===== src/rgb_capture_config.svh =====
`ifndef RGB_CAPTURE_CONFIG_SVH
`define RGB_CAPTURE_CONFIG_SVH

// active picture size in pixels, blanking is not counted
`define RGB_IMAGE_WIDTH 40
`define RGB_IMAGE_HEIGHT 48

// how many whole frames fit in the frame RAM
`define RGB_IMAGES_IN_RAM 3

// whole frames stored before the stream side may start reading
`define RGB_FRAMES_BEFORE_STREAM 1

// 13 bits cover 3 frames of 40 x 48 words, 5760 in total
`define RGB_RAM_ADDR_WIDTH 13

// derived sizes used by the capture logic and the RAM
`define RGB_IMAGE_SIZE (`RGB_IMAGE_WIDTH * `RGB_IMAGE_HEIGHT)
`define RGB_RAM_DEPTH (`RGB_IMAGES_IN_RAM * `RGB_IMAGE_SIZE)

// byte offsets of the host registers on the 4 bit AXI4-Lite address
`define RGB_REG_CTRL 4'h0
`define RGB_REG_STATUS 4'h4
`define RGB_REG_FRAMES 4'h8
`define RGB_REG_WADDR 4'hC

`endif


===== src/rgb_capture_pkg.sv =====
`default_nettype none
`include "rgb_capture_config.svh"

package rgb_capture_pkg;

    // parallel video input as seen on the pins
    // hsync and vsync are both high while the pixel is in the active area
    typedef struct packed {
        logic [23:0] rgb;
        logic        hsync;
        logic        vsync;
    } rgb_in_t;

    // one stored pixel, the layout of a frame RAM word
    typedef struct packed {
        logic [4:0] red;
        logic [5:0] green;
        logic [4:0] blue;
    } pixel565_t;

    // write port of the frame RAM
    typedef struct packed {
        logic                           we;
        logic [`RGB_RAM_ADDR_WIDTH-1:0] addr;
        pixel565_t                      data;
    } ram_wr_t;

    // capture state shared by the register block and the stream reader
    // write_addr is the next free word, so it also counts the words stored
    typedef struct packed {
        logic                           stream_ready;
        logic                           ram_full;
        logic [1:0]                     frames_written;
        logic [`RGB_RAM_ADDR_WIDTH-1:0] write_addr;
    } capture_status_t;

    // AXI4-Lite signals driven by the host
    typedef struct packed {
        logic [3:0]  awaddr;
        logic        awvalid;
        logic [31:0] wdata;
        logic [3:0]  wstrb;
        logic        wvalid;
        logic        bready;
        logic [3:0]  araddr;
        logic        arvalid;
        logic        rready;
    } axil_req_t;

    // AXI4-Lite signals driven back by the register block
    typedef struct packed {
        logic        awready;
        logic        wready;
        logic [1:0]  bresp;
        logic        bvalid;
        logic        arready;
        logic [31:0] rdata;
        logic [1:0]  rresp;
        logic        rvalid;
    } axil_resp_t;

endpackage

`default_nettype wire


===== src/rgb_logic.sv =====
`timescale 1ns/1ps
`default_nettype none
`include "rgb_capture_config.svh"

module rgb_logic
    import rgb_capture_pkg::*;
(
    input  wire             rgb_clk,
    input  wire             nrst,
    input  wire rgb_in_t    video,
    input  wire             capture_enable,
    output ram_wr_t         ram_wr,
    output capture_status_t status
);

    localparam int AW = `RGB_RAM_ADDR_WIDTH;
    localparam int IMAGE_SIZE = `RGB_IMAGE_SIZE;
    localparam int PIX_CNT_W = $clog2(IMAGE_SIZE);
    localparam logic [AW-1:0] LAST_ADDR = AW'(`RGB_RAM_DEPTH - 1);
    localparam logic [PIX_CNT_W-1:0] LAST_PIX = PIX_CNT_W'(IMAGE_SIZE - 1);
    localparam logic [1:0] FRAMES_TO_STREAM = 2'(`RGB_FRAMES_BEFORE_STREAM);

    rgb_in_t          video_q;
    logic             vsync_prev;
    logic             vsync_fall;
    logic             active;
    logic             armed;
    logic             wr_fire;
    logic             frame_done;
    logic [PIX_CNT_W-1:0] pix_cnt;
    logic [AW-1:0]    write_addr;
    logic [1:0]       frames_written;
    logic [1:0]       frames_next;
    logic             ram_full;
    logic             stream_ready;
    logic             wr_we;
    logic [AW-1:0]    wr_addr;
    pixel565_t        wr_data;
    pixel565_t        pix565;

    // only the top bits of each colour are kept, the rest is dropped
    assign pix565 = '{red: video_q.rgb[23:19], green: video_q.rgb[15:10],
                      blue: video_q.rgb[7:3]};

    // a pixel counts only while both syncs are high
    assign active = video_q.hsync & video_q.vsync;
    // end of a frame, the point where capture is allowed to arm
    assign vsync_fall = vsync_prev & ~video_q.vsync;

    assign wr_fire = capture_enable & armed & active & ~ram_full;
    assign frame_done = (pix_cnt == LAST_PIX);
    assign frames_next = frames_written + 2'd1;

    always_ff @(posedge rgb_clk or negedge nrst) begin
        if (!nrst) begin
            video_q        <= '0;
            vsync_prev     <= 1'b0;
            armed          <= 1'b0;
            pix_cnt        <= '0;
            write_addr     <= '0;
            frames_written <= '0;
            ram_full       <= 1'b0;
            stream_ready   <= 1'b0;
            wr_we          <= 1'b0;
        end else begin
            video_q    <= video;
            vsync_prev <= video_q.vsync;
            // the RAM write trails the sampled pixel by one cycle
            wr_we      <= wr_fire;
            if (!capture_enable) begin
                // dropping enable throws away everything captured so far
                armed          <= 1'b0;
                pix_cnt        <= '0;
                write_addr     <= '0;
                frames_written <= '0;
                ram_full       <= 1'b0;
                stream_ready   <= 1'b0;
            end else begin
                // wait for a frame boundary so a partial frame never lands in RAM
                if (vsync_fall) begin
                    armed <= 1'b1;
                end
                if (wr_fire) begin
                    write_addr <= write_addr + 1'b1;
                    if (write_addr == LAST_ADDR) begin
                        ram_full <= 1'b1;
                    end
                    if (frame_done) begin
                        pix_cnt        <= '0;
                        frames_written <= frames_next;
                        // sticky until enable is cleared
                        if (frames_next == FRAMES_TO_STREAM) begin
                            stream_ready <= 1'b1;
                        end
                    end else begin
                        pix_cnt <= pix_cnt + 1'b1;
                    end
                end
            end
        end
    end

    // address and data are qualified by wr_we
    always_ff @(posedge rgb_clk) begin
        wr_addr <= write_addr;
        wr_data <= pix565;
    end

    assign ram_wr = '{we: wr_we, addr: wr_addr, data: wr_data};
    // a word still sitting on the write port is not in RAM yet, so it is not
    // counted until the write has happened and the reader cannot fetch it early
    assign status = '{stream_ready: stream_ready, ram_full: ram_full,
                      frames_written: frames_written,
                      write_addr: wr_we ? wr_addr : write_addr};

    // the last write goes out in the cycle full rises, nothing may follow it
    a_no_write_after_full: assert property (@(posedge rgb_clk) disable iff (!nrst)
        status.ram_full |=> !ram_wr.we)
        else $error("frame RAM written after ram_full");

    a_stream_ready_sticky: assert property (@(posedge rgb_clk) disable iff (!nrst)
        status.stream_ready && capture_enable |=> status.stream_ready || !capture_enable)
        else $error("stream_ready fell while capture stayed enabled");

endmodule

`default_nettype wire


===== config.mk =====
export PLATFORM = sky130hd
export DESIGN_NAME = rgb_logic
export DESIGN_NICKNAME = d
export VERILOG_FILES = /design/src/rgb_capture_pkg.sv /design/src/rgb_logic.sv
export VERILOG_INCLUDE_DIRS = /design/src /design/src/src
export SDC_FILE = /design/constraint.sdc
export NUM_CORES = 1
export LEC_CHECK = 0
export ABC_AREA = 1
export BUFFER_PORTS_ARGS = -buffer_cell sky130_fd_sc_hd__clkbuf_2
export CORE_ASPECT_RATIO = 0.6
export CORE_MARGIN = 2
export CORE_UTILIZATION = 52
export DETAILED_ROUTE_END_ITERATION = 8
export PLACE_DENSITY = 0.79
export SLEW_MARGIN = 20
export SYNTH_ARGS = -nofsm -noshare
export SYNTH_HDL_FRONTEND = slang
export SYNTH_SLANG_ARGS = --single-unit

===== constraint.sdc =====
create_clock -name rgb_clk -period 1.5 [get_ports rgb_clk]
set_input_delay 0.225 -clock rgb_clk [delete_from_list [all_inputs] [get_ports rgb_clk]]
set_output_delay 0.225 -clock rgb_clk [all_outputs]
set_load 0.005 [all_outputs]

==> qor.csv <==
metric;value;unit
status;finished, final reports clean;
RR Endpoint;frames_written[0];
fmax;691;MHz
Layout area overhead;31.6;%
Die H;62.1;um
Async SR Flop Fraction;62.8;%
Worst EP arrival;1.22;ns
setup ws final;0.0535;ns
ANT cells;0;
clock sink total;78;
initial antenna violation count;0;
mapped cell area;2920;um2
most frequent cell after synthesis;nand2_1;
largest area contributor in the netlist;dfrtp_1;
Pre-antenna DRT Iters;4;
slowest cell delay on critical path;0.44;ns
Worst setup endpoint;status[2];
share of cells above drive strength 1;27.3;%
top_reg_cell synth;dfrtp_1;
endpoints failing setup;0;
DRT iter0 DRCs;87;
Reg area;1810;um2
clk buf depth;2;
DRC violations left;0;
TritonCTS Buffers;9;
Slew HR;68.5;%
GRT overflow;0;
Final Skew;0.00689;ns
number of top-level pins;76;
crit path launch;wr_we;
max-slew violation count;0;
Hold Path Class;input pin to flop;
initial cell density of the core;53.2;%
Synth top cells by count;86 x nand2_1, 49 x dfrtp_1, 30 x inv_1;
DIE WIDTH;101;um
Core ar.;5490;um2
reg2reg start;pix_cnt[1];
PortBufs;67;
Post-synth EDFFs;0;
placer congestion estimate;0.846;
Clock transition at path regs;0.08;ns
cell row count;21;
Synth top area share;41.9;%
# nets final;449;
CP cell instances;buf_12 > o21ai_1 > clkbuf_2;
Cell variety after synth;23;
DP Worst Slack;0.0360;ns
CP Max Fanout;23;
Final Hold Vio Count;0;
vias in the first global route;2248;
DR vias/cell;4.98;
Die Area;6260;um2
unrepaired setup endpoints after global routing;yes;
minimum period implied by the final worst setup slack;1.45;ns
highest-delay cell along the critical path;dfrtp_2;
vias;2445;
Yosys reg bits;78;
Synth Area per Inst;9.14;um2
Gate Count Post-Synth;320;
aggregate routed wire length;6290;um
R2R cell count;8;
routed length per placed instance;12.8;um
number of H-tree levels;3;
worst-margin pin slew;0.472;ns
post-route clock period utilization;96.4;%
Leak;1.85;nW
dominant cells by area after synthesis;dfrtp_1 42%, dfxtp_1 20%, nand2_1 11%, inv_1 3.9%, nand3_1 3.8%;
largest net degree at the start of global routing;33;
Ys Warns;0;
Root Driver;clkbuf_8;
multi-input gate area in the final layout;1010;um2
first-pass GRT wire length;10300;um
worst vdd ir;705;uV
Mapped Nets;352;
Worst Setup Start Kind;flop;
FF-to-FF setup slack;0.10;ns
Seq/Total Area, Yosys;61.8;%
endpoint type of the worst setup path;output port;
Hold Slack;0.229;ns
FILL cells;439;
Maximum Capacitance Violations;0;
final antenna-violating net count;0;
TritonCTS clock tree;yes;
power per cell area;1050;nW/um2
clock latency on the worst-skew pair;0.35;ns
WS Path Type;flop to output port;
Total GRT Usage;21.9;%
Critical Path RT;1.27;ns
DPL Wire Length;4220;um
layout by cell type (no fill, tap or decap), types with 5 or more instances in the layout:
cell type	n
nand2_1	85
clkbuf_2	67
dfrtp_1	48
inv_1	29
dfxtp_1	29
nor2_1	28
nand3_1	21
dlygate4sd3_1	19
nand4_1	14
o21ai_1	9
o21ai_0	9
clkbuf_8	9
nor3_1	7
a21oi_1	7
buf_4	6
o21ai_2	5
metal layers:
layer	part of all wire, %	wire length, um	GRT usage [%]
met1	47	2960	28.1
met2	47	2970	38.2
met4	1.0	64	6.65
met3	4.6	290	5.15
met5	0	0	0
cell families (layout without fill, tap and decap cells):
logic type | count (synthesis) | after routing | synth area share, %
multiplexers | 1 | 1 | 0.385
buffers and inverters | 41 | 142 | 6.12
adder cells (fa/ha/maj) | 3 | 3 | 1.28
flip-flops | 78 | 78 | 61.8
AO/OA/AOI/OAI | 31 | 31 | 5.31
AND/OR/NAND/NOR | 166 | 167 | 25.1
timing repair:
action                     4_1_cts  5_1_grt
cloned                           0        1
setup endpoints to repair       11       26
hold endpoints to repair        35        0
gates resized for setup          2       30
setup buffers                    1        0
hold buffers                    19        0
state kept, by name, indices dropped and copies added, names as in the netlist, 2 cells and up:
name	flops
frames_written	2
pix565	16
pix_cnt	11
ram_wr	16
video_q	2
wr_addr	13
write_addr	13
worst max-delay path: cells and delay by family (launching register included):
kind	cells	cell delay, ns
DFF	1	0.44
AOI/OAI and AO/OA	1	0.14
buffers and inverters	2	0.29
report_power, final:
part	internal (mW)	leakage [nW]	switching, mW
logic	0.113	0.876	0.132
registers	2.15	0.875	0.0274
clock network	0.802	0.104	0.823
total	3.07	1.85	0.982
how the worst min path moves through the flow:
stage,from,end,slack [ns],cells after the start
floorplan,nrst,armed,-0.07,0
global placement,nrst,write_addr[9],0.20,1
detailed placement,nrst,write_addr[9],0.21,1
CTS,capture_enable,wr_we,0.21,3
global route,capture_enable,wr_we,0.23,3
finish,capture_enable,wr_we,0.23,3
per-stage QoR:
stage | util [%] | cell area, um2 | setup TNS (ns) | std cells | power (mW)
after CTS | 68.6 | 3770 | 0 | 490 | 4.07
after detailed placement | 61.0 | 3350 | 0 | 454 | 2.42
after floorplan | - | 2920 | 0 | 320 | 2.31
after global routing | 70.1 | 3850 | -0.00258 | 491 | 4.22
after global placement | 61.0 | 3350 | 0 | 454 | 2.41
final | 70.1 | 3850 | 0 | 491 | 4.05
cell type report:
class                   instances  share of cell area [%]
well taps                      69                    2.24
clock buffers                   9                    3.22
multi-input cells             202                    26.2
clock inverters                 7                    2.31
inverters                      32                    3.12
repair buffers                 94                    15.9
flip-flops and latches         78                    47.0
Power figures use the tool's default switching activity.
