<file path="src/rgb_capture_config.svh">
`ifndef RGB_CAPTURE_CONFIG_SVH
`define RGB_CAPTURE_CONFIG_SVH

// active picture size in pixels, blanking is not counted
`define RGB_IMAGE_WIDTH 40
`define RGB_IMAGE_HEIGHT 48

// how many whole frames fit in the frame RAM
`define RGB_IMAGES_IN_RAM 3

// whole frames stored before the stream side may start reading
`define RGB_FRAMES_BEFORE_STREAM 1

// 13 bits cover 3 frames of 40 x 48 words, 5760 in total
`define RGB_RAM_ADDR_WIDTH 13

// derived sizes used by the capture logic and the RAM
`define RGB_IMAGE_SIZE (`RGB_IMAGE_WIDTH * `RGB_IMAGE_HEIGHT)
`define RGB_RAM_DEPTH (`RGB_IMAGES_IN_RAM * `RGB_IMAGE_SIZE)

// byte offsets of the host registers on the 4 bit AXI4-Lite address
`define RGB_REG_CTRL 4'h0
`define RGB_REG_STATUS 4'h4
`define RGB_REG_FRAMES 4'h8
`define RGB_REG_WADDR 4'hC

`endif

</file>
<file path="src/rgb_capture_pkg.sv">
`default_nettype none
`include "rgb_capture_config.svh"

package rgb_capture_pkg;

    // parallel video input as seen on the pins
    // hsync and vsync are both high while the pixel is in the active area
    typedef struct packed {
        logic [23:0] rgb;
        logic        hsync;
        logic        vsync;
    } rgb_in_t;

    // one stored pixel, the layout of a frame RAM word
    typedef struct packed {
        logic [4:0] red;
        logic [5:0] green;
        logic [4:0] blue;
    } pixel565_t;

    // write port of the frame RAM
    typedef struct packed {
        logic                           we;
        logic [`RGB_RAM_ADDR_WIDTH-1:0] addr;
        pixel565_t                      data;
    } ram_wr_t;

    // capture state shared by the register block and the stream reader
    // write_addr is the next free word, so it also counts the words stored
    typedef struct packed {
        logic                           stream_ready;
        logic                           ram_full;
        logic [1:0]                     frames_written;
        logic [`RGB_RAM_ADDR_WIDTH-1:0] write_addr;
    } capture_status_t;

    // AXI4-Lite signals driven by the host
    typedef struct packed {
        logic [3:0]  awaddr;
        logic        awvalid;
        logic [31:0] wdata;
        logic [3:0]  wstrb;
        logic        wvalid;
        logic        bready;
        logic [3:0]  araddr;
        logic        arvalid;
        logic        rready;
    } axil_req_t;

    // AXI4-Lite signals driven back by the register block
    typedef struct packed {
        logic        awready;
        logic        wready;
        logic [1:0]  bresp;
        logic        bvalid;
        logic        arready;
        logic [31:0] rdata;
        logic [1:0]  rresp;
        logic        rvalid;
    } axil_resp_t;

endpackage

`default_nettype wire

</file>
<file path="src/axil_regs.sv">
`timescale 1ns/1ps
`default_nettype none
`include "rgb_capture_config.svh"

module axil_regs
    import rgb_capture_pkg::*;
(
    input  wire                  rgb_clk,
    input  wire                  nrst,
    input  wire axil_req_t       axil_req,
    output axil_resp_t           axil_resp,
    input  wire capture_status_t status,
    output logic                 capture_enable
);

    localparam int AW = `RGB_RAM_ADDR_WIDTH;
    localparam logic [1:0] RESP_OKAY = 2'd0;
    localparam logic [1:0] RESP_SLVERR = 2'd2;

    logic        aw_fire;
    logic        ar_fire;
    logic        wr_ok;
    logic [1:0]  wr_resp;
    logic [1:0]  rd_resp;
    logic [31:0] rd_word;
    logic        bvalid;
    logic [1:0]  bresp;
    logic        rvalid;
    logic [1:0]  rresp;
    logic [31:0] rdata;

    // address and data are taken together, and only when the last
    // write response has been collected
    assign aw_fire = axil_req.awvalid & axil_req.wvalid & ~bvalid;
    // one read in flight at a time
    assign ar_fire = axil_req.arvalid & ~rvalid;

    // CTRL is the only writable register
    assign wr_ok = (axil_req.awaddr == `RGB_REG_CTRL);
    assign wr_resp = wr_ok ? RESP_OKAY : RESP_SLVERR;

    // read mux, anything off the map gives zero data and SLVERR
    always_comb begin
        rd_word = '0;
        rd_resp = RESP_OKAY;
        case (axil_req.araddr)
            `RGB_REG_CTRL: begin
                rd_word = {31'd0, capture_enable};
            end
            `RGB_REG_STATUS: begin
                rd_word = {30'd0, status.ram_full, status.stream_ready};
            end
            `RGB_REG_FRAMES: begin
                rd_word = {30'd0, status.frames_written};
            end
            `RGB_REG_WADDR: begin
                rd_word = {{(32 - AW){1'b0}}, status.write_addr};
            end
            default: begin
                rd_resp = RESP_SLVERR;
            end
        endcase
    end

    always_ff @(posedge rgb_clk or negedge nrst) begin
        if (!nrst) begin
            bvalid         <= 1'b0;
            rvalid         <= 1'b0;
            capture_enable <= 1'b0;
        end else begin
            if (aw_fire) begin
                bvalid <= 1'b1;
                // bit 0 lives in byte lane 0
                if (wr_ok && axil_req.wstrb[0]) begin
                    capture_enable <= axil_req.wdata[0];
                end
            end else if (axil_req.bready) begin
                bvalid <= 1'b0;
            end

            if (ar_fire) begin
                rvalid <= 1'b1;
            end else if (axil_req.rready) begin
                rvalid <= 1'b0;
            end
        end
    end

    // response payload, only looked at while the matching valid is high
    always_ff @(posedge rgb_clk) begin
        if (aw_fire) begin
            bresp <= wr_resp;
        end
        if (ar_fire) begin
            rdata <= rd_word;
            rresp <= rd_resp;
        end
    end

    assign axil_resp = '{awready: aw_fire, wready: aw_fire, bresp: bresp,
                         bvalid: bvalid, arready: ar_fire, rdata: rdata,
                         rresp: rresp, rvalid: rvalid};

    // a write response stays up until the host takes it
    a_bvalid_held: assert property (@(posedge rgb_clk) disable iff (!nrst)
        bvalid && !axil_req.bready |=> bvalid)
        else $error("bvalid dropped without bready");

endmodule

`default_nettype wire

</file>
<file path="config.mk">
export PLATFORM = sky130hd
export DESIGN_NAME = axil_regs
export DESIGN_NICKNAME = d
export VERILOG_FILES = /design/src/rgb_capture_pkg.sv /design/src/axil_regs.sv
export VERILOG_INCLUDE_DIRS = /design/src /design/src/src
export SDC_FILE = /design/constraint.sdc
export NUM_CORES = 1
export LEC_CHECK = 0
export BUFFER_PORTS_ARGS = -buffer_cell sky130_fd_sc_hd__buf_2
export CORE_MARGIN = 2
export CORE_UTILIZATION = 33
export CTS_BUF_LIST = sky130_fd_sc_hd__clkbuf_4 sky130_fd_sc_hd__clkbuf_8 sky130_fd_sc_hd__clkbuf_16
export DETAILED_ROUTE_END_ITERATION = 10
export GPL_ROUTABILITY_DRIVEN = 1
export PLACE_DENSITY = 0.87
export SLEW_MARGIN = 20
export SYNTH_ARGS = -nofsm -noshare
export SYNTH_HDL_FRONTEND = slang
export SYNTH_SLANG_ARGS = --single-unit
</file>
<file path="constraint.sdc">
create_clock -name rgb_clk -period 1.95 [get_ports rgb_clk]
set_clock_uncertainty 0.2 [all_clocks]
set_input_delay 0.195 -clock rgb_clk [delete_from_list [all_inputs] [get_ports rgb_clk]]
set_output_delay 0.195 -clock rgb_clk [all_outputs]
set_load 0.02 [all_outputs]
</file>
==> results.yml, run 1 <==
cts:
  cts_setup_buffers: 0
  htreeDepth: 1
  cts_sinks: 18
  clockRootBuffer: "clkbuf_4"
  cts_tree: "done"
  clkSlewWorstSetupHoldPaths_ns: 0.09
  clk_path_buf_depth: 2
  clock_latency_ns: 0.28
  numCtsBuffers: 3
setup_path:
  crit_required_ns: 1.93
  crit_path_end_kind: "register"
  slowest_stage: "or4_4"
  critical_path_buf_inv_count: 2
  crit_path_start_kind: "input pin"
  arrival_ns: 1.90
  crit_type: "in2reg"
  worstPathCellList: "dlygate4sd3_1 -> buf_2 -> or4_4 -> nor3b_4 -> mux2_4"
  path_max_fanout: 2
  cpLargestDelayFamily: "simple AND/OR/NAND/NOR gates"
  cpPeakStageDelay_ns: 0.53
routing:
  routed_wl_um: 1804
  ant_nets: 0
  viasPerCell: 3.905
  drtIter0Drc: 8
  routedWlPerCell_um: 10.08
  drc: 0
  dr.pass1.iters: 3
  vias: 699
place:
  post-place-ws_ns: 0.2754
  gp_congestion: 0.6896
  io_buffers: 54
floorplan:
  core_area_um2: 2734
  die_w_um: 57.40
  rows: 19
  dieArea_um2: 3294
  ioPinCount: 110
  start_util_pct: 34.42
  die_height_um: 57.40
grt:
  grt_start_max_net_pins: 16
  grt_antenna_before_repair: 0
  grt_pass1_wl_um: 2656
  grt_overflow: 0
  track_usage_pct: 10.65
  grt_pass1_vias: 656
layout:
  syn_to_final_growth_pct: 45.88
  mostFrequentLayoutCells: "54 x buf_2, 21 x conb_1, 19 x dlygate4sd3_1"
  final_nets: 217
  fillerInstances: 240
  layout_commonest_cell: "buf_2"
  multi_input_area_um2: 294.0
  seq_area_um2: 525.5
  utilization_pct: 50.21
  drive_above_1_share_pct: 41.89
  diodes: 0
synth:
  synthCells: 76
  ys_ff_latch: 18
  synth_cell_types: 19
  ys_seq_area_share_pct: 55.85
  synth_area_per_cell_um2: 12.38
  netlist_area_um2: 940.9
  yosys_warnings: 0
timing:
  fin_crit_sh_pct: 98.56
  finalSetupTns_ns: 0
  rsz0062_at_grt: "no"
  final_max_slew_viol_count: 0
  setup_viol: 0
  timing.final.ws_setup_ns: 0.02802
  max_freq_mhz: 520.3
  min_period_ns: 1.922
  finalHoldViolCount: 0
hold_path:
  hp-class: "in2async"
pwr:
  power.density_nw_per_um2: 617.3
  vdd_drop_max_v: 0.0004651
  p_leak_nw: 0.6839
job:
  cap_violations: 0
outcome:
  status: "finished, final reports clean"
==> flip-flops by register name, indices dropped and copies added (netlist names) <==
signal / flops
bvalid: 1
rresp: 1
rvalid: 1
rdata: 13
capture_enable: 1
bresp: 1
==> cells by family after synthesis <==
kind of cell	share of synthesized area, %
AND/OR/NAND/NOR	15.16
buffers and inverters	21.94
other	0.3986
flip-flops	55.85
AO/OA/AOI/OAI	1.862
multiplexers	4.787
==> per-layer routing <==
| metal | vias to the layer above | share of wire, % | GRT usage, % |
|---|---|---|---|
| met2 | 52 | 53 | 21.75 |
| li1 | 348 | - | - |
| met3 | 2 | 13 | 3.628 |
| met4 | 0 | 1.1 | 3.987 |
| met5 | - | 0 | 0 |
| met1 | 297 | 33 | 9.117 |
==> metrics by stage <==
stage | total power [W] | hold WS (ns) | std cells | instance area, um^2
4_1_cts | 0.0008556 | 0.02414 | 179 | 1360
6_report | 0.0008473 | 0.03925 | 179 | 1373
5_1_grt | 0.0008904 | 0.03680 | 179 | 1373
3_5_place_dp | 0.0006438 | -0.2087 | 155 | 1134
3_3_place_gp | 0.0006400 | -0.2077 | 155 | 1134
2_1_floorplan | 0.0006195 | -0.3006 | 96 | 1016
==> layout make-up <==
class,count,area share (%)
inverter,2,0.5469
sequential,18,38.29
clock buffer,3,1.641
multi-input combinational,49,21.42
clock inverter,1,0.2735
timing repair buffer,75,35.00
tap,31,2.826
==> power by group <==
group	leakage, nW	switching (W)	internal (W)
logic	0.489	0.000122	0.0000930
clock network	0.0154	0.000101	0.0000743
registers	0.180	0.0000109	0.000446
==> synthesized netlist by cell type <==
cell type / instances / share of area [%]
buf_4: 26 / 21
edfxtp_1: 15 / 48
and2_1: 11 / 7.3
dfrtp_1: 3 / 8.0
a21oi_1: 2 / 1.1
inv_1: 2 / 0.80
mux2_1: 2 / 2.4
nand2_1: 2 / 0.80
nor2_1: 2 / 0.80
nor2b_1: 2 / 1.3
a21o_1: 1 / 0.80
and3b_1: 1 / 0.93
clkbuf_1: 1 / 0.40
conb_1: 1 / 0.40
mux4_2: 1 / 2.4
nand3b_1: 1 / 0.80
nor3b_2: 1 / 1.3
or2_1: 1 / 0.67
or4_4: 1 / 1.2
==> what timing repair did <==
| item | in CTS | in global routing |
|---|---|---|
| gates resized for setup | 0 | 3 |
| endpoints found under the hold margin | 18 | 0 |
| hold buffers | 20 | 0 |
| endpoints found under the setup margin | 0 | 1 |
==> path summary, 6_finish.rpt <==
kind | slack (ns) | cells after the start | end | from
hold reg to reg | 0.31 | 1 | bvalid | bvalid
max in group asynchronous | 1.41 | 2 | capture_enable | nrst
setup reg to reg | 0.40 | 3 | capture_enable | bvalid
hold / removal | 0.04 | 2 | bvalid | nrst
setup / recovery | 0.03 | 5 | capture_enable | axil_req[45]
min in group rgb_clk | 0.04 | 2 | rresp[1] | axil_req[3]
Note: power is estimated with default switching activity, not from simulation.
==> run 2, diff against run 1 <==
--- a/config.mk
+++ b/config.mk
@@ -6,13 +6,13 @@
 export SDC_FILE = /design/constraint.sdc
 export NUM_CORES = 1
 export LEC_CHECK = 0
-export BUFFER_PORTS_ARGS = -buffer_cell sky130_fd_sc_hd__buf_2
-export CORE_MARGIN = 2
-export CORE_UTILIZATION = 33
+export CORE_MARGIN = 10
+export CORE_UTILIZATION = 45
 export CTS_BUF_LIST = sky130_fd_sc_hd__clkbuf_4 sky130_fd_sc_hd__clkbuf_8 sky130_fd_sc_hd__clkbuf_16
 export DETAILED_ROUTE_END_ITERATION = 10
+export DONT_BUFFER_PORTS = 1
 export GPL_ROUTABILITY_DRIVEN = 1
-export PLACE_DENSITY = 0.87
+export PLACE_DENSITY = 0.67
 export SLEW_MARGIN = 20
 export SYNTH_ARGS = -nofsm -noshare
 export SYNTH_HDL_FRONTEND = slang
==> run 2 against run 1 <==
  * Cell count decreased by 31%
  * Total power is 6.2% lower
  * Register-to-register slack is essentially flat
  * Sequential cell count did not move
  * Sequential power increased by 8.8%
  * Worst hold slack lost 0.033 ns
  * Cell area down 19%
  * Critical path type unchanged
  * Global-route usage shrank 1.7 points
  * Clock power is essentially flat
  * Count of clock-buffer cells in the layout did not move
  * Routed wire length increased by 14%
  * Via count down 24%
==> results.yml, run 2 (synthesized netlist as in run 1, its figures left out) <==
outcome:
  status: "finished, final reports clean"
cts:
  numCtsBuffers: 3
  cts_sinks: 18
  cts_tree: "done"
  cts_setup_buffers: 0
  clock_latency_ns: 0.27
  clockRootBuffer: "clkbuf_4"
  clk_path_buf_depth: 2
  htreeDepth: 1
  clkSlewWorstSetupHoldPaths_ns: 0.09
place:
  io_buffers: 0
  dpl.hpwl_um: 1655
  gp_congestion: 0.6079
  dp_cells: 98
setup_path:
  crit_required_ns: 1.79
  crit_path_end_kind: "register"
  crit_type: "in2reg"
  path_max_fanout: 2
  cpLargestDelayFamily: "buffers and inverters"
  arrival_ns: 1.71
  cp_common_cell: "dlygate4sd3_1"
  worstPathCellList: "dlygate4sd3_1 -> or4_4 -> dlygate4sd3_1"
  slowest_stage: "dlygate4sd3_1"
  cpPeakStageDelay_ns: 0.56
  critical_path_buf_inv_count: 2
  crit_path_start_kind: "input pin"
grt:
  grt_pass1_vias: 646
  grt_antenna_before_repair: 0
  grt_start_max_net_pins: 16
  track_usage_pct: 8.993
  grt_overflow: 0
  grt_pass1_wl_um: 2980
routing:
  vias: 534
  drtIter0Drc: 10
  routedWlPerCell_um: 16.60
  drc: 0
  routed_wl_um: 2058
  dr.pass1.iters: 4
  viasPerCell: 4.306
  ant_nets: 0
layout:
  stdcell_count: 124
  utilization_pct: 56.25
  diodes: 0
  syn_to_final_growth_pct: 18.48
  drive_above_1_share_pct: 9.278
  regMostFlops: "rdata"
  mostFrequentLayoutCells: "22 x dlygate4sd3_1, 21 x conb_1, 15 x edfxtp_1"
  final_nets: 166
  layout_commonest_cell: "dlygate4sd3_1"
  largest_register_ffs: 13
timing:
  slew_headroom_pct: 64.70
  fin_crit_sh_pct: 96.29
  tightest_slew_ns: 0.5276
  hold-worst-slack_ns: 0.005986
  max_freq_mhz: 532.6
  rsz0062_at_grt: "no"
  finalSetupTns_ns: 0
  min_period_ns: 1.878
  setup_viol: 0
  finalHoldViolCount: 0
  final_max_slew_viol_count: 0
pwr:
  p_leak_nw: 0.4585
  vdd_drop_max_v: 0.0002527
  totalPowerFinal_w: 0.0007950
  power.density_nw_per_um2: 713.1
job:
  cap_violations: 0
floorplan:
  ioPinCount: 110
  dieArea_um2: 4320
  start_util_pct: 47.47
  core_area_um2: 1982
  die_w_um: 65.73
  rows: 16
  die_height_um: 65.73
hold_path:
  hp-class: "in2reg"
run 2: metrics by stage:
| step | setup slack [ns] | instance area (um^2) |
|---|---|---|
| finish | 0.07232 | 1115 |
| global route | 0.07102 | 1115 |
| global placement | 0.4112 | 868.3 |
| CTS | 0.07663 | 1115 |
| floorplan | 0.1881 | 1016 |
| detailed placement | 0.3866 | 868.3 |
run 2: area by class of cell:
| type | instances | area (um^2) |
|---|---|---|
| Fill cell | 179 | 867.1 |
| Sequential cell | 18 | 525.5 |
| Multi-Input combinational cell | 49 | 286.5 |
| Timing Repair Buffer | 24 | 235.2 |
| Tap cell | 27 | 33.78 |
| Clock buffer | 3 | 22.52 |
| Inverter | 2 | 7.507 |
| Clock inverter | 1 | 3.754 |
run 2: layer usage:
metal	vias up	track usage, %	routed length, um
met2	43	14.86	1022
met1	241	9.425	772
met3	2	3.390	231
met5	-	0	0
met4	0	5.615	31
li1	248	-	-
run 2: path summary, 6_finish.rpt:
| kind | start | endpoint | slack (ns) | cells past startpoint |
|---|---|---|---|---|
| setup / recovery | axil_req[47] | bresp[1] | 0.07 | 3 |
| hold / removal | axil_req[8] | capture_enable | 0.006 | 3 |
| setup reg to reg | bvalid | capture_enable | 0.39 | 3 |
| hold reg to reg | bvalid | bvalid | 0.46 | 1 |
| max in group asynchronous | nrst | capture_enable | 0.92 | 2 |
| min in group asynchronous | nrst | rvalid | 0.49 | 2 |
run 2: what timing repair did:
| action | CTS | global route |
|---|---|---|
| endpoints found under the hold margin | 20 | 0 |
| resized for setup | 0 | 0 |
| hold buffers | 22 | 0 |
run 2: tightest hold or removal path: stages:
cell	delay (ns)
inv_1	0.04
nor3b_2	0.04
mux2_1	0.18
run 2: power by group:
group | internal (W) | leakage, nW | switching, W | total (W)
sequential | 0.000448 | 0.180 | 0.0000493 | 0.000497
clock | 0.0000740 | 0.0154 | 0.000100 | 0.000174
combinational | 0.0000523 | 0.263 | 0.0000714 | 0.000124
total | 0.000574 | 0.459 | 0.000221 | 0.000795
