<file path="config.mk">
export PLATFORM = sky130hd
export DESIGN_NAME = stream_reader
export DESIGN_NICKNAME = d
export VERILOG_FILES = /design/src/rgb_capture_pkg.sv /design/src/stream_reader.sv
export VERILOG_INCLUDE_DIRS = /design/src /design/src/src
export SDC_FILE = /design/constraint.sdc
export NUM_CORES = 1
export LEC_CHECK = 0
export BUFFER_PORTS_ARGS = -buffer_cell sky130_fd_sc_hd__buf_2
export CORE_MARGIN = 2
export CORE_UTILIZATION = 45
export DETAILED_ROUTE_END_ITERATION = 6
export PLACE_DENSITY = 0.71
export SKIP_CTS_REPAIR_TIMING = 1
export SLEW_MARGIN = 20
export SYNTH_ARGS = -nofsm -noshare
export SYNTH_HDL_FRONTEND = slang
export SYNTH_SLANG_ARGS = --single-unit
</file>
<file path="constraint.sdc">
create_clock -name rgb_clk -period 2.7 [get_ports rgb_clk]
set_clock_uncertainty 0.2 [all_clocks]
set_input_delay 0.135 -clock rgb_clk [delete_from_list [all_inputs] [get_ports rgb_clk]]
set_output_delay 0.135 -clock rgb_clk [all_outputs]
set_load 0.05 [all_outputs]
</file>
<file path="src/rgb_capture_config.svh">
`ifndef RGB_CAPTURE_CONFIG_SVH
`define RGB_CAPTURE_CONFIG_SVH

// active picture size in pixels, blanking is not counted
`define RGB_IMAGE_WIDTH 40
`define RGB_IMAGE_HEIGHT 48

// how many whole frames fit in the frame RAM
`define RGB_IMAGES_IN_RAM 3

// whole frames stored before the stream side may start reading
`define RGB_FRAMES_BEFORE_STREAM 1

// 13 bits cover 3 frames of 40 x 48 words, 5760 in total
`define RGB_RAM_ADDR_WIDTH 13

// derived sizes used by the capture logic and the RAM
`define RGB_IMAGE_SIZE (`RGB_IMAGE_WIDTH * `RGB_IMAGE_HEIGHT)
`define RGB_RAM_DEPTH (`RGB_IMAGES_IN_RAM * `RGB_IMAGE_SIZE)

// byte offsets of the host registers on the 4 bit AXI4-Lite address
`define RGB_REG_CTRL 4'h0
`define RGB_REG_STATUS 4'h4
`define RGB_REG_FRAMES 4'h8
`define RGB_REG_WADDR 4'hC

`endif

</file>
<file path="src/rgb_capture_pkg.sv">
`default_nettype none
`include "rgb_capture_config.svh"

package rgb_capture_pkg;

    // parallel video input as seen on the pins
    // hsync and vsync are both high while the pixel is in the active area
    typedef struct packed {
        logic [23:0] rgb;
        logic        hsync;
        logic        vsync;
    } rgb_in_t;

    // one stored pixel, the layout of a frame RAM word
    typedef struct packed {
        logic [4:0] red;
        logic [5:0] green;
        logic [4:0] blue;
    } pixel565_t;

    // write port of the frame RAM
    typedef struct packed {
        logic                           we;
        logic [`RGB_RAM_ADDR_WIDTH-1:0] addr;
        pixel565_t                      data;
    } ram_wr_t;

    // capture state shared by the register block and the stream reader
    // write_addr is the next free word, so it also counts the words stored
    typedef struct packed {
        logic                           stream_ready;
        logic                           ram_full;
        logic [1:0]                     frames_written;
        logic [`RGB_RAM_ADDR_WIDTH-1:0] write_addr;
    } capture_status_t;

    // AXI4-Lite signals driven by the host
    typedef struct packed {
        logic [3:0]  awaddr;
        logic        awvalid;
        logic [31:0] wdata;
        logic [3:0]  wstrb;
        logic        wvalid;
        logic        bready;
        logic [3:0]  araddr;
        logic        arvalid;
        logic        rready;
    } axil_req_t;

    // AXI4-Lite signals driven back by the register block
    typedef struct packed {
        logic        awready;
        logic        wready;
        logic [1:0]  bresp;
        logic        bvalid;
        logic        arready;
        logic [31:0] rdata;
        logic [1:0]  rresp;
        logic        rvalid;
    } axil_resp_t;

endpackage

`default_nettype wire

</file>
<file path="src/stream_reader.sv">
`timescale 1ns/1ps
`default_nettype none
`include "rgb_capture_config.svh"

module stream_reader
    import rgb_capture_pkg::*;
(
    input  wire                           rgb_clk,
    input  wire                           nrst,
    input  wire capture_status_t          status,
    output logic                          rd_en,
    output logic [`RGB_RAM_ADDR_WIDTH-1:0] rd_addr,
    input  wire pixel565_t                rd_data,
    output pixel565_t                     pix_out,
    output logic                          pix_valid,
    input  wire                           pix_ready
);

    logic      flush;
    logic      pop;
    logic      issue;
    logic      inflight;
    logic      skid_valid;
    pixel565_t skid_data;

    // write_addr only reads zero before the first write or after enable is
    // cleared, in both cases whatever the reader holds is stale
    assign flush = (status.write_addr == '0);
    assign pop = pix_valid & pix_ready;

    // stay behind the writer and only read when the output slot frees up
    // a full skid means a stall is still being absorbed
    assign issue = status.stream_ready & (rd_addr < status.write_addr) & ~skid_valid &
                   (~pix_valid | pix_ready);
    assign rd_en = issue;

    always_ff @(posedge rgb_clk or negedge nrst) begin
        if (!nrst) begin
            rd_addr    <= '0;
            inflight   <= 1'b0;
            pix_valid  <= 1'b0;
            skid_valid <= 1'b0;
        end else if (flush) begin
            rd_addr    <= '0;
            inflight   <= 1'b0;
            pix_valid  <= 1'b0;
            skid_valid <= 1'b0;
        end else begin
            // RAM data shows up one cycle after the read
            inflight <= issue;
            if (issue) begin
                rd_addr <= rd_addr + 1'b1;
            end
            if (!pix_valid || pop) begin
                // the skid is older than the read in flight, so it goes first
                if (skid_valid) begin
                    pix_valid  <= 1'b1;
                    skid_valid <= inflight;
                end else begin
                    pix_valid <= inflight;
                end
            end else if (inflight) begin
                // stalled, park the returning word
                skid_valid <= 1'b1;
            end
        end
    end

    always_ff @(posedge rgb_clk) begin
        if (!pix_valid || pop) begin
            if (skid_valid) begin
                pix_out   <= skid_data;
                skid_data <= rd_data;
            end else begin
                pix_out <= rd_data;
            end
        end else if (inflight) begin
            skid_data <= rd_data;
        end
    end

    a_hold_on_stall: assert property (@(posedge rgb_clk) disable iff (!nrst)
        pix_valid && !pix_ready && !flush |=> pix_valid && $stable(pix_out))
        else $error("pixel changed while the stream was stalled");

endmodule

`default_nettype wire

</file>
==> results of run 1 <==
[cells in the final DEF (no fill, tap or decap), types with 2 or more instances in the layout]
cell                             n
sky130_fd_sc_hd__a21o_1          2
sky130_fd_sc_hd__a21oi_1        12
sky130_fd_sc_hd__a31oi_1         2
sky130_fd_sc_hd__and2_1          2
sky130_fd_sc_hd__and3_1          2
sky130_fd_sc_hd__and4_1          2
sky130_fd_sc_hd__buf_12          2
sky130_fd_sc_hd__buf_2          62
sky130_fd_sc_hd__buf_4           8
sky130_fd_sc_hd__clkbuf_8        5
sky130_fd_sc_hd__dfrtp_1        12
sky130_fd_sc_hd__dfrtp_2         4
sky130_fd_sc_hd__dlygate4sd3_1  17
sky130_fd_sc_hd__edfxtp_1       32
sky130_fd_sc_hd__ha_1           13
sky130_fd_sc_hd__inv_1          15
sky130_fd_sc_hd__mux2_2         16
sky130_fd_sc_hd__nand2_1         9
sky130_fd_sc_hd__nand2b_1        2
sky130_fd_sc_hd__nand3_1         7
sky130_fd_sc_hd__nand4_1         3
sky130_fd_sc_hd__nor2_1          4
sky130_fd_sc_hd__nor3_1          3
sky130_fd_sc_hd__nor4_1          2
sky130_fd_sc_hd__o21ai_0         3
sky130_fd_sc_hd__o31ai_1         9
sky130_fd_sc_hd__or4_1           9
[per-layer routing]
layer	track usage, %	part of all wire (%)	vias up	wire length [µm]
li1	-	-	905	-
met1	23.97	49	840	2435
met2	27.43	47	42	2318
met3	3.199	3.3	2	164
met4	5.455	0.83	0	41
met5	0	0	-	0
[power breakdown]
part / switching [W] / leakage, nW / internal (W) / total (W)
combinational: 0.000616 / 0.779 / 0.000276 / 0.000892
sequential: 0.0000997 / 0.500 / 0.000940 / 0.00104
clock: 0.000235 / 0.0558 / 0.000274 / 0.000510
total: 0.000951 / 1.34 / 0.00149 / 0.00244
[stage by stage]
| step | cells | hold slack [ns] | total power, W | setup WS [ns] |
|---|---|---|---|---|
| 2_1_floorplan | 189 | -0.3606 | 0.001678 | 0.05267 |
| 3_3_place_gp | 324 | -0.1309 | 0.001914 | 0.1410 |
| 3_5_place_dp | 324 | -0.1350 | 0.001932 | 0.08893 |
| 4_1_cts | 332 | -0.4603 | 0.002442 | 0.03617 |
| 5_1_grt | 349 | 0.07952 | 0.002573 | 0.02057 |
| 6_report | 349 | 0.04823 | 0.002441 | 0.1326 |
[Yosys cell counts, drive strengths merged, types with 2 or more instances]
cell,count,share of area (%)
o21ai,4,1.0
edfxtp,32,41
a31oi,2,0.53
buf,3,0.85
nand2,9,1.4
and2,2,0.53
clkbuf,5,0.79
nand4,3,0.79
nand2b,2,0.53
and3,2,0.53
ha,13,6.9
nand3,7,1.5
a21oi,12,2.5
o31ai,9,2.9
dfrtp,16,17
or4,9,2.9
nor4,2,0.53
a21o,2,0.63
mux2,16,7.6
and4,3,1.2
nor3,3,0.63
inv,15,2.4
nor2,5,0.79
[flip-flops by register name (all words and copies together), names as in the netlist]
name / flops
skid_valid: 1
inflight: 1
skid_data: 16
pix_out: 16
rd_addr: 13
pix_valid: 1
[kinds of logic (layout without fill, tap and decap cells)]
group / count (synthesis) / after routing / share of synthesized area, %
buf+inv: 23 / 113 / 4.016
compound gates: 37 / 37 / 11.15
flops: 48 / 48 / 57.51
mux: 17 / 17 / 8.034
fa+ha+maj: 13 / 13 / 6.871
simple gates: 51 / 51 / 12.42
[area by class of cell]
type / instances / area [µm²]
Fill cell: 440 / 1979
Sequential cell: 48 / 1366
Multi-Input combinational cell: 118 / 918.4
Timing Repair Buffer: 90 / 588.1
Tap cell: 70 / 87.58
Clock buffer: 5 / 68.82
Inverter: 15 / 56.30
Clock inverter: 3 / 42.54
[how the worst min path moves through the flow]
| stage | start | endpoint | slack, ns |
|---|---|---|---|
| after CTS | nrst | rd_addr[0] | -0.46 |
| after global placement | nrst | rd_addr[1] | -0.13 |
| after floorplan | nrst | inflight | -0.36 |
| final | pix_ready | skid_valid | 0.05 |
| after global routing | pix_ready | skid_valid | 0.08 |
| after detailed placement | nrst | rd_addr[0] | -0.13 |
[worst max-delay path: cells and delay by family (launching register included)]
family	cells	cell delay [ns]
compound gates	2	0.48
simple gates	2	0.28
fa+ha+maj	1	0.30
flops	1	0.46
buf+inv	2	0.41
==> insert_results.sql, run 1 <==
INSERT INTO impl_metrics (metric_group, metric, value, unit) VALUES
('logic_synthesis', 'synth-main-ff-cell', 'sky130_fd_sc_hd__edfxtp_1', ''),
('clocking', 'cts_tree', 'yes', ''),
('worst_setup_path', 'worstSetupStartpoint', 'rd_addr[7]', ''),
('clocking', 'htree_levels', '2', ''),
('job', 'max_cap_viol_count', '0', ''),
('power', 'p_leak', '1.335', 'nW'),
('finish', 'design.final.nets', '327', ''),
('drt', 'avgViaCountPerCell', '5.126', ''),
('sta', 'clock.fmax', '389.5', 'MHz'),
('drt', 'drc', '0', ''),
('place', 'buffer_ports.inserted', '63', ''),
('drt', 'wl_per_cell', '14.21', 'µm'),
('drt', 'first_pass_iters', '4', ''),
('finish', 'final_layout_size_suffix_gt1_share', '37.99', '%'),
('hold_path', 'holdCritPathClass', 'input port to flop', ''),
('place', 'post_dp_cell_area', '2844', 'µm²'),
('sta', 'setup_total_negative_slack', '0', 'ns'),
('floorplanning', 'starting_utilization_of_the_core_area', '46.35', '%'),
('floorplanning', 'placement_rows', '26', ''),
('worst_setup_path', 'cpPeakStageDelay', '0.46', 'ns'),
('clocking', 'clk_pin_slew', '0.09', 'ns'),
('run_status', 'run_status', 'complete, no violations', ''),
('clocking', 'clkLatencyLatePin', '0.29', 'ns'),
('sta', 'worst_slew_margin_rel', '65.88', '%'),
('logic_synthesis', 'synthDistinctLibCells', '40', ''),
('worst_setup_path', 'r2r_setup_slack', '0.13', 'ns'),
('global_routing', 'vias_in_the_first_global_route', '1701', ''),
('place', 'detailedPlacementHpwl', '3559', 'µm'),
('drt', 'drt_first_iter_violations', '81', ''),
('sta', 'tightestPinTransition', '0.5107', 'ns'),
('global_routing', 'grtUsageTotal', '17.22', '%'),
('sta', 'timing.final.setup_violations', '0', ''),
('floorplanning', 'ios', '67', ''),
('hold_path', 'holdPathStages', '4', ''),
('worst_setup_path', 'timing.rr.end', 'rd_addr[7]', ''),
('worst_setup_path', 'timing.critical_path.cells', 'ha_1, and4_4, a211oi_1, a31oi_1, buf_12, nor2_4, clkbuf_4', ''),
('global_routing', 'grt_antenna_before_repair', '0', ''),
('worst_setup_path', 'timing.rr.start', 'rd_addr[7]', ''),
('worst_setup_path', 'worstSetupPathType', 'flop to primary output', ''),
('clocking', 'numCtsBuffers', '5', ''),
('floorplanning', 'chipWidth', '76.53', 'µm'),
('floorplanning', 'dieArea', '5857', 'µm²'),
('global_routing', 'grt_overflow', '0', ''),
('clocking', 'clock_sinks', '48', ''),
('global_routing', 'grt_start_max_net_pins', '25', ''),
('drt', 'dr_total_vias', '1789', ''),
('drt', 'route.final.wire_length', '4959', 'µm'),
('logic_synthesis', 'yosysWarningCount', '0', ''),
('worst_setup_path', 'crit_arrival', '2.23', 'ns'),
('logic_synthesis', 'postSynthCellCount', '189', ''),
('power', 'vdd_drop_max', '0.0004779', 'V'),
('logic_synthesis', 'syn-num-nets', '238', ''),
('logic_synthesis', 'post_synth_edffs', '32', ''),
('logic_synthesis', 'synth_async_sr_flop_share', '33.33', '%'),
('worst_setup_path', 'slowest_stage_cell_on_the_critical_path', 'sky130_fd_sc_hd__dfrtp_2', ''),
('power', 'p_per_area', '780.2', 'nW/µm²'),
('sta', 'post-route-min-period', '2.567', 'ns'),
('sta', 'grt_setup_unrepaired', 'false', ''),
('drt', 'detail-route-antenna-nets', '0', ''),
('sta', 'timing.final.max_slew_violations', '0', ''),
('floorplanning', 'core_area', '5107', 'µm²'),
('worst_setup_path', 'required', '2.37', 'ns'),
('worst_setup_path', 'worst-r2r-cell-count', '7', ''),
('worst_setup_path', 'worstSetupEndpoint', 'rd_en', ''),
('logic_synthesis', 'synth.yosys.seq_area_share', '57.51', '%'),
('logic_synthesis', 'postSynthAreaPerCell', '12.53', 'µm²'),
('sta', 'final_hold_viol_count', '0', ''),
('finish', 'n_diodes', '0', ''),
('logic_synthesis', 'synth.ff_latch_count', '48', ''),
('sta', 'layout_worst_path_cycle_share', '95.09', '%'),
('floorplanning', 'die_h', '76.53', 'µm'),
('worst_setup_path', 'setup.worst_path.end_class', 'primary output', ''),
('finish', 'final_util', '61.24', '%'),
('clocking', 'clockRootBuffer', 'sky130_fd_sc_hd__clkbuf_8', ''),
('worst_setup_path', 'kind_of_start_point_of_the_critical_path', 'flop', ''),
('place', 'place_congestion', '0.7993', ''),
('global_routing', 'wire_length_of_the_first_global_routing_pass', '7962', 'µm'),
('logic_synthesis', 'mappedNetlistArea', '2367', 'µm²'),
('finish', 'fin_area', '3128', 'µm²'),
('worst_setup_path', 'cp_max_fo', '24', ''),
('clocking', 'max-clock-path-buffers', '2', ''),
('finish', 'synthToLayoutAreaGrowth', '32.14', '%');
No activity file was read; power rests on OpenSTA's default activity.
==> run 2: changes to the inputs <==
--- a/config.mk
+++ b/config.mk
@@ -7,10 +7,12 @@
 export NUM_CORES = 1
 export LEC_CHECK = 0
 export BUFFER_PORTS_ARGS = -buffer_cell sky130_fd_sc_hd__buf_2
+export CELL_PAD_IN_SITES_DETAIL_PLACEMENT = 0
+export CELL_PAD_IN_SITES_GLOBAL_PLACEMENT = 1
 export CORE_MARGIN = 2
-export CORE_UTILIZATION = 45
+export CORE_UTILIZATION = 41
 export DETAILED_ROUTE_END_ITERATION = 6
-export PLACE_DENSITY = 0.71
+export PLACE_DENSITY_LB_ADDON = 0.1
 export SKIP_CTS_REPAIR_TIMING = 1
 export SLEW_MARGIN = 20
 export SYNTH_ARGS = -nofsm -noshare
==> run 2 against run 1 <==
Against the previous run:
- flip-flop and latch count unchanged
- clock power up 2%
- core utilization down 3.3 points
- hold slack worse by 0.024 ns
- sequential share of layout area down 1.1 points
- die area up 9.2%
- combinational power up 4.9%
- global-route usage about the same
- first-iteration DRC count up 28%
- fmax down 2.3%
- setup slack worse by 0.060 ns
- critical path type unchanged
- largest cell class unchanged
- highest routed layer unchanged
==> insert_results.sql, run 2 (synthesis results as in run 1) <==
INSERT INTO impl_metrics (metric_group, metric, value, unit) VALUES
('place', 'detailedPlacementHpwl', '3886', 'µm'),
('drt', 'drt_first_iter_violations', '104', ''),
('drt', 'route.final.wire_length', '5431', 'µm'),
('finish', 'reg.largest.list', 'pix_out (16), skid_data (16), rd_addr (13)', ''),
('place', 'place_congestion', '0.7616', ''),
('floorplanning', 'die_h', '79.99', 'µm'),
('hold_path', 'holdPathStages', '4', ''),
('drt', 'dr_total_vias', '1868', ''),
('floorplanning', 'starting_utilization_of_the_core_area', '42.73', '%'),
('finish', 'final_layout_size_suffix_gt1_share', '40.34', '%'),
('clocking', 'clockRootBuffer', 'sky130_fd_sc_hd__clkbuf_8', ''),
('power', 'p_per_area', '773.5', 'nW/µm²'),
('finish', 'commonest_non_fill_non_tap_cell_in_the_layout', 'sky130_fd_sc_hd__buf_2', ''),
('run_status', 'run_status', 'complete, no violations', ''),
('clocking', 'htree_levels', '2', ''),
('finish', 'synthToLayoutAreaGrowth', '35.52', '%'),
('power', 'p_leak', '1.381', 'nW'),
('worst_setup_path', 'timing.rr.start', 'rd_addr[11]', ''),
('worst_setup_path', 'worstSetupStartpoint', 'rd_addr[11]', ''),
('worst_setup_path', 'cp_max_fo', '6', ''),
('drt', 'avgViaCountPerCell', '5.160', ''),
('place', 'buffer_ports.inserted', '63', ''),
('hold_path', 'holdCritPathClass', 'input port to flop', ''),
('sta', 'hold-worst-slack', '0.02401', 'ns'),
('sta', 'timing.final.setup_violations', '0', ''),
('global_routing', 'grtUsageTotal', '17.22', '%'),
('drt', 'drc', '0', ''),
('sta', 'clock.fmax', '380.6', 'MHz'),
('sta', 'layout_worst_path_cycle_share', '97.32', '%'),
('floorplanning', 'chipWidth', '79.99', 'µm'),
('floorplanning', 'ios', '67', ''),
('job', 'max_cap_viol_count', '0', ''),
('drt', 'first_pass_iters', '4', ''),
('clocking', 'clkLatencyLatePin', '0.30', 'ns'),
('global_routing', 'grt_overflow', '0', ''),
('sta', 'final_hold_viol_count', '0', ''),
('finish', 'layout.cells.most_common_list', '62 x sky130_fd_sc_hd__buf_2, 32 x sky130_fd_sc_hd__edfxtp_1, 20 x sky130_fd_sc_hd__buf_4', ''),
('worst_setup_path', 'kind_of_start_point_of_the_critical_path', 'flop', ''),
('floorplanning', 'core_area', '5540', 'µm²'),
('global_routing', 'grt_antenna_before_repair', '0', ''),
('clocking', 'numCtsBuffers', '5', ''),
('clocking', 'max-clock-path-buffers', '2', ''),
('floorplanning', 'dieArea', '6398', 'µm²'),
('floorplanning', 'placement_rows', '27', ''),
('sta', 'timing.final.max_slew_violations', '0', ''),
('drt', 'detail-route-antenna-nets', '0', ''),
('global_routing', 'vias_in_the_first_global_route', '1745', ''),
('worst_setup_path', 'worst-r2r-cell-count', '7', ''),
('clocking', 'cts_tree', 'yes', ''),
('worst_setup_path', 'timing.rr.end', 'rd_addr[7]', ''),
('power', 'report.power.total', '0.002481', 'W'),
('global_routing', 'wire_length_of_the_first_global_routing_pass', '8273', 'µm'),
('drt', 'wl_per_cell', '15.00', 'µm'),
('clocking', 'clock_sinks', '48', ''),
('power', 'vdd_drop_max', '0.0007090', 'V'),
('worst_setup_path', 'worstSetupPathType', 'flop to primary output', ''),
('sta', 'worst_slew_margin_rel', '53.52', '%'),
('worst_setup_path', 'required', '2.37', 'ns'),
('sta', 'post-route-min-period', '2.628', 'ns'),
('finish', 'n_diodes', '0', ''),
('clocking', 'clk_pin_slew', '0.09', 'ns'),
('worst_setup_path', 'crit_arrival', '2.29', 'ns'),
('worst_setup_path', 'worstSetupEndpoint', 'rd_en', ''),
('global_routing', 'grt_start_max_net_pins', '25', ''),
('sta', 'tightestPinTransition', '0.6955', 'ns'),
('worst_setup_path', 'setup.worst_path.end_class', 'primary output', ''),
('finish', 'design.final.nets', '338', ''),
('worst_setup_path', 'r2r_setup_slack', '0.09', 'ns');
-- run 2: cell count changes in the layout (fill, tap and decap cells not counted), sizes merged --
cell and change:
buf +11
-- run 2: critical path, cell delays in order (launching register included) --
cell and delay (ns):
sky130_fd_sc_hd__dfrtp_2 0.41, sky130_fd_sc_hd__ha_1 0.29, sky130_fd_sc_hd__a21o_1 0.22, sky130_fd_sc_hd__a2111oi_4 0.43, sky130_fd_sc_hd__o21ai_4 0.16, sky130_fd_sc_hd__buf_4 0.18
sky130_fd_sc_hd__nor2_4 0.09, sky130_fd_sc_hd__clkbuf_4 0.22
-- run 2: worst min path at each step --
stage                   start          to  slack (ns)
finish              pix_ready  skid_valid        0.02
CTS                      nrst  rd_addr[2]       -0.45
floorplan                nrst    inflight       -0.36
global placement         nrst  rd_addr[0]       -0.12
detailed placement       nrst  rd_addr[2]       -0.11
global route        pix_ready  skid_valid        0.06
-- run 2: routing by layer --
| metal | vias up | track usage (%) | part of all wire [%] |
|---|---|---|---|
| met1 | 864 | 20.22 | 41 |
| li1 | 929 | - | - |
| met5 | - | 0 | 0 |
| met3 | 14 | 3.394 | 5.0 |
| met2 | 61 | 29.83 | 50 |
| met4 | 0 | 8.475 | 3.6 |
-- run 2: power breakdown --
group	total (W)	internal (W)	switching [W]
combinational	0.000936	0.000297	0.000638
sequential	0.00103	0.000940	0.0000862
clock	0.000520	0.000275	0.000245
total	0.00248	0.00151	0.000970
-- run 2: through the flow --
step                instances  setup TNS, ns  area [µm²]  setup WS [ns]  utilization [%]
floorplan                 189              0        2380        0.05267                -
global placement          332              0        2879         0.1222            51.96
detailed placement        332              0        2879        0.08286            51.96
CTS                       340        -0.1650        2990        -0.1650            53.97
global route              362       -0.02824        3208       -0.01219            57.90
finish                    362              0        3208        0.07230            57.90
-- run 2: layout make-up --
cell class	instances	area, µm²
multi-input combinational	118	925.9
sequential	48	1366
clock inverter	3	42.54
tap	72	90.09
fill	478	2332
timing repair buffer	101	658.1
clock buffer	5	68.82
inverter	15	56.30
==> run 3: changes to the inputs <==
--- a/config.mk
+++ b/config.mk
@@ -13,6 +13,7 @@
 export CORE_UTILIZATION = 41
 export DETAILED_ROUTE_END_ITERATION = 6
 export PLACE_DENSITY_LB_ADDON = 0.1
+export RECOVER_POWER = 25
 export SKIP_CTS_REPAIR_TIMING = 1
 export SLEW_MARGIN = 20
 export SYNTH_ARGS = -nofsm -noshare
==> run 3 against run 2 <==
Against the previous run:
- clock power about the same
- register-to-register slack hardly changed
- sequential power is essentially flat
- sequential share of layout area is 0.22 points higher
- routed wire length increased by 0.17%
- flip-flop and latch count did not move
- clock-buffer cell count did not move
- critical path depth stayed put
- die area is the same
- power about the same
- hold slack hardly changed
- fmax increased by 0.18%
- critical path type unchanged
- largest cell class unchanged
- highest routed layer unchanged
==> insert_results.sql, run 3 (synthesis results as in run 1) <==
INSERT INTO impl_metrics (metric_group, metric, value, unit) VALUES
('sta', 'tightestPinTransition', '0.9283', 'ns'),
('job', 'max_cap_viol_count', '0', ''),
('drt', 'wl_per_cell', '15.03', 'µm'),
('sta', 'timing.final.setup_violations', '0', ''),
('floorplanning', 'placement_rows', '27', ''),
('floorplanning', 'dieArea', '6398', 'µm²'),
('finish', 'design.final.nets', '338', ''),
('place', 'detailedPlacementHpwl', '3886', 'µm'),
('worst_setup_path', 'number_of_buffer_and_inverter_stages_on_the_critical_path', '2', ''),
('drt', 'avgViaCountPerCell', '5.138', ''),
('floorplanning', 'starting_utilization_of_the_core_area', '42.73', '%'),
('finish', 'synthToLayoutAreaGrowth', '34.83', '%'),
('global_routing', 'vias_in_the_first_global_route', '1745', ''),
('power', 'vdd_drop_max', '0.0007097', 'V'),
('worst_setup_path', 'setup.worst_path.end_class', 'primary output', ''),
('worst_setup_path', 'slowest_stage_cell_on_the_critical_path', 'sky130_fd_sc_hd__a2111oi_4', ''),
('clocking', 'clock_sinks', '48', ''),
('finish', 'reg.largest.list', 'pix_out (16), skid_data (16), rd_addr (13)', ''),
('finish', 'n_diodes', '0', ''),
('clocking', 'clk_pin_slew', '0.09', 'ns'),
('sta', 'post-route-min-period', '2.623', 'ns'),
('global_routing', 'grtUsageTotal', '17.22', '%'),
('clocking', 'max-clock-path-buffers', '2', ''),
('clocking', 'cts_tree', 'yes', ''),
('drt', 'detail-route-antenna-nets', '0', ''),
('hold_path', 'hold_path.startpoint', 'pix_ready', ''),
('power', 'p_leak', '1.345', 'nW'),
('sta', 'layout_worst_path_cycle_share', '97.15', '%'),
('sta', 'worst_slew_margin_rel', '38.11', '%'),
('power', 'p_per_area', '776.9', 'nW/µm²'),
('finish', 'layout.cells.most_common_list', '48 x sky130_fd_sc_hd__buf_2, 32 x sky130_fd_sc_hd__edfxtp_1, 20 x sky130_fd_sc_hd__buf_4', ''),
('clocking', 'clockRootBuffer', 'sky130_fd_sc_hd__clkbuf_8', ''),
('place', 'post_dp_cell_area', '2879', 'µm²'),
('drt', 'dr_total_vias', '1860', ''),
('sta', 'timing.final.max_slew_violations', '0', ''),
('clocking', 'clkLatencyLatePin', '0.30', 'ns'),
('drt', 'drc', '0', ''),
('floorplanning', 'chipWidth', '79.99', 'µm'),
('global_routing', 'grt_overflow', '0', ''),
('worst_setup_path', 'worst_path_dominant_cell_family', 'compound AO/OA/AOI/OAI gates', ''),
('floorplanning', 'ios', '67', ''),
('global_routing', 'wire_length_of_the_first_global_routing_pass', '8273', 'µm'),
('worst_setup_path', 'kind_of_start_point_of_the_critical_path', 'flop', ''),
('global_routing', 'grt_antenna_before_repair', '0', ''),
('worst_setup_path', 'timing.rr.start', 'rd_addr[11]', ''),
('worst_setup_path', 'worstSetupStartpoint', 'rd_addr[11]', ''),
('finish', 'fin_area', '3192', 'µm²'),
('floorplanning', 'core_area', '5540', 'µm²'),
('finish', 'final_layout_size_suffix_gt1_share', '35.86', '%'),
('clocking', 'htree_levels', '2', ''),
('global_routing', 'grt_start_max_net_pins', '25', ''),
('floorplanning', 'die_h', '79.99', 'µm'),
('place', 'buffer_ports.inserted', '63', ''),
('worst_setup_path', 'worstSetupPathType', 'flop to primary output', ''),
('drt', 'drt_first_iter_violations', '95', ''),
('hold_path', 'holdCritPathClass', 'input port to flop', ''),
('drt', 'first_pass_iters', '4', ''),
('drt', 'route.final.wire_length', '5440', 'µm'),
('place', 'place_congestion', '0.7616', ''),
('worst_setup_path', 'cp_max_fo', '6', ''),
('worst_setup_path', 'timing.critical_path.cells', 'ha_1, a21o_1, a2111oi_4, o21ai_4, buf_4, nor2_4, clkbuf_4', ''),
('worst_setup_path', 'cpPeakStageDelay', '0.43', 'ns'),
('power', 'report.power.total', '0.002480', 'W'),
('sta', 'clock.fmax', '381.2', 'MHz'),
('sta', 'final_hold_viol_count', '0', ''),
('run_status', 'run_status', 'complete, no violations', ''),
('worst_setup_path', 'crit_arrival', '2.29', 'ns'),
('clocking', 'numCtsBuffers', '5', ''),
('worst_setup_path', 'required', '2.37', 'ns'),
('finish', 'commonest_non_fill_non_tap_cell_in_the_layout', 'sky130_fd_sc_hd__buf_2', '');
[run 3: cell count changes in the layout (fill, tap and decap cells not counted)]
cell / before / now
sky130_fd_sc_hd__clkbuf_1: 0 / 13
sky130_fd_sc_hd__buf_2: 62 / 48
sky130_fd_sc_hd__clkbuf_2: 0 / 1
[run 3: path summary, 6_finish.rpt]
kind | endpoint | slack, ns | depth (start not counted)
worst max-delay path | rd_en | 0.08 | 7
worst min-delay path | skid_valid | 0.02 | 4
worst max register to register | rd_addr[7] | 0.09 | 7
worst min register to register | pix_out[0] | 0.35 | 1
max in group asynchronous | rd_addr[11] | 1.38 | 2
min in group asynchronous | rd_addr[0] | 0.28 | 2
[run 3: worst register-to-register path, stage by stage, from the launching register on]
cell                        delay [ns]
sky130_fd_sc_hd__dfrtp_2          0.41
sky130_fd_sc_hd__ha_1             0.29
sky130_fd_sc_hd__a21o_1           0.22
sky130_fd_sc_hd__a2111oi_4        0.43
sky130_fd_sc_hd__o21ai_4          0.16
sky130_fd_sc_hd__buf_4            0.19
sky130_fd_sc_hd__or4_1            0.50
sky130_fd_sc_hd__a21oi_1          0.16
[run 3: final cells by class]
| cell class | instances | area, µm² |
|---|---|---|
| Tap cell | 72 | 90.09 |
| Sequential cell | 48 | 1366 |
| Timing Repair Buffer | 101 | 641.9 |
| Multi-Input combinational cell | 118 | 925.9 |
| Inverter | 15 | 56.30 |
| Fill cell | 489 | 2349 |
| Clock buffer | 5 | 68.82 |
| Clock inverter | 3 | 42.54 |
[run 3: power by group]
group	leakage, nW	internal [W]	total (W)	switching, W
Clock	0.0558	0.000275	0.000520	0.000246
Sequential	0.500	0.000940	0.00103	0.0000861
Combinational	0.789	0.000295	0.000934	0.000639
Total	1.35	0.00151	0.00248	0.000970
[run 3: layer usage]
| layer | share of wire, % | global-route usage, % |
|---|---|---|
| met4 | 3.3 | 8.475 |
| met2 | 50 | 29.83 |
| met1 | 42 | 20.22 |
| met5 | 0 | 0 |
| met3 | 4.2 | 3.394 |
[run 3: stage by stage]
| stage | setup TNS, ns | setup slack, ns | std cells | utilization [%] | hold WS (ns) |
|---|---|---|---|---|---|
| 6_report | 0 | 0.07697 | 362 | 57.61 | 0.02432 |
| 5_1_grt | -0.02824 | -0.01219 | 362 | 57.61 | 0.06394 |
| 4_1_cts | -0.1650 | -0.1650 | 340 | 53.97 | -0.4520 |
| 3_5_place_dp | 0 | 0.08286 | 332 | 51.96 | -0.1115 |
| 3_3_place_gp | 0 | 0.1222 | 332 | 51.96 | -0.1182 |
| 2_1_floorplan | 0 | 0.05267 | 189 | - | -0.3606 |
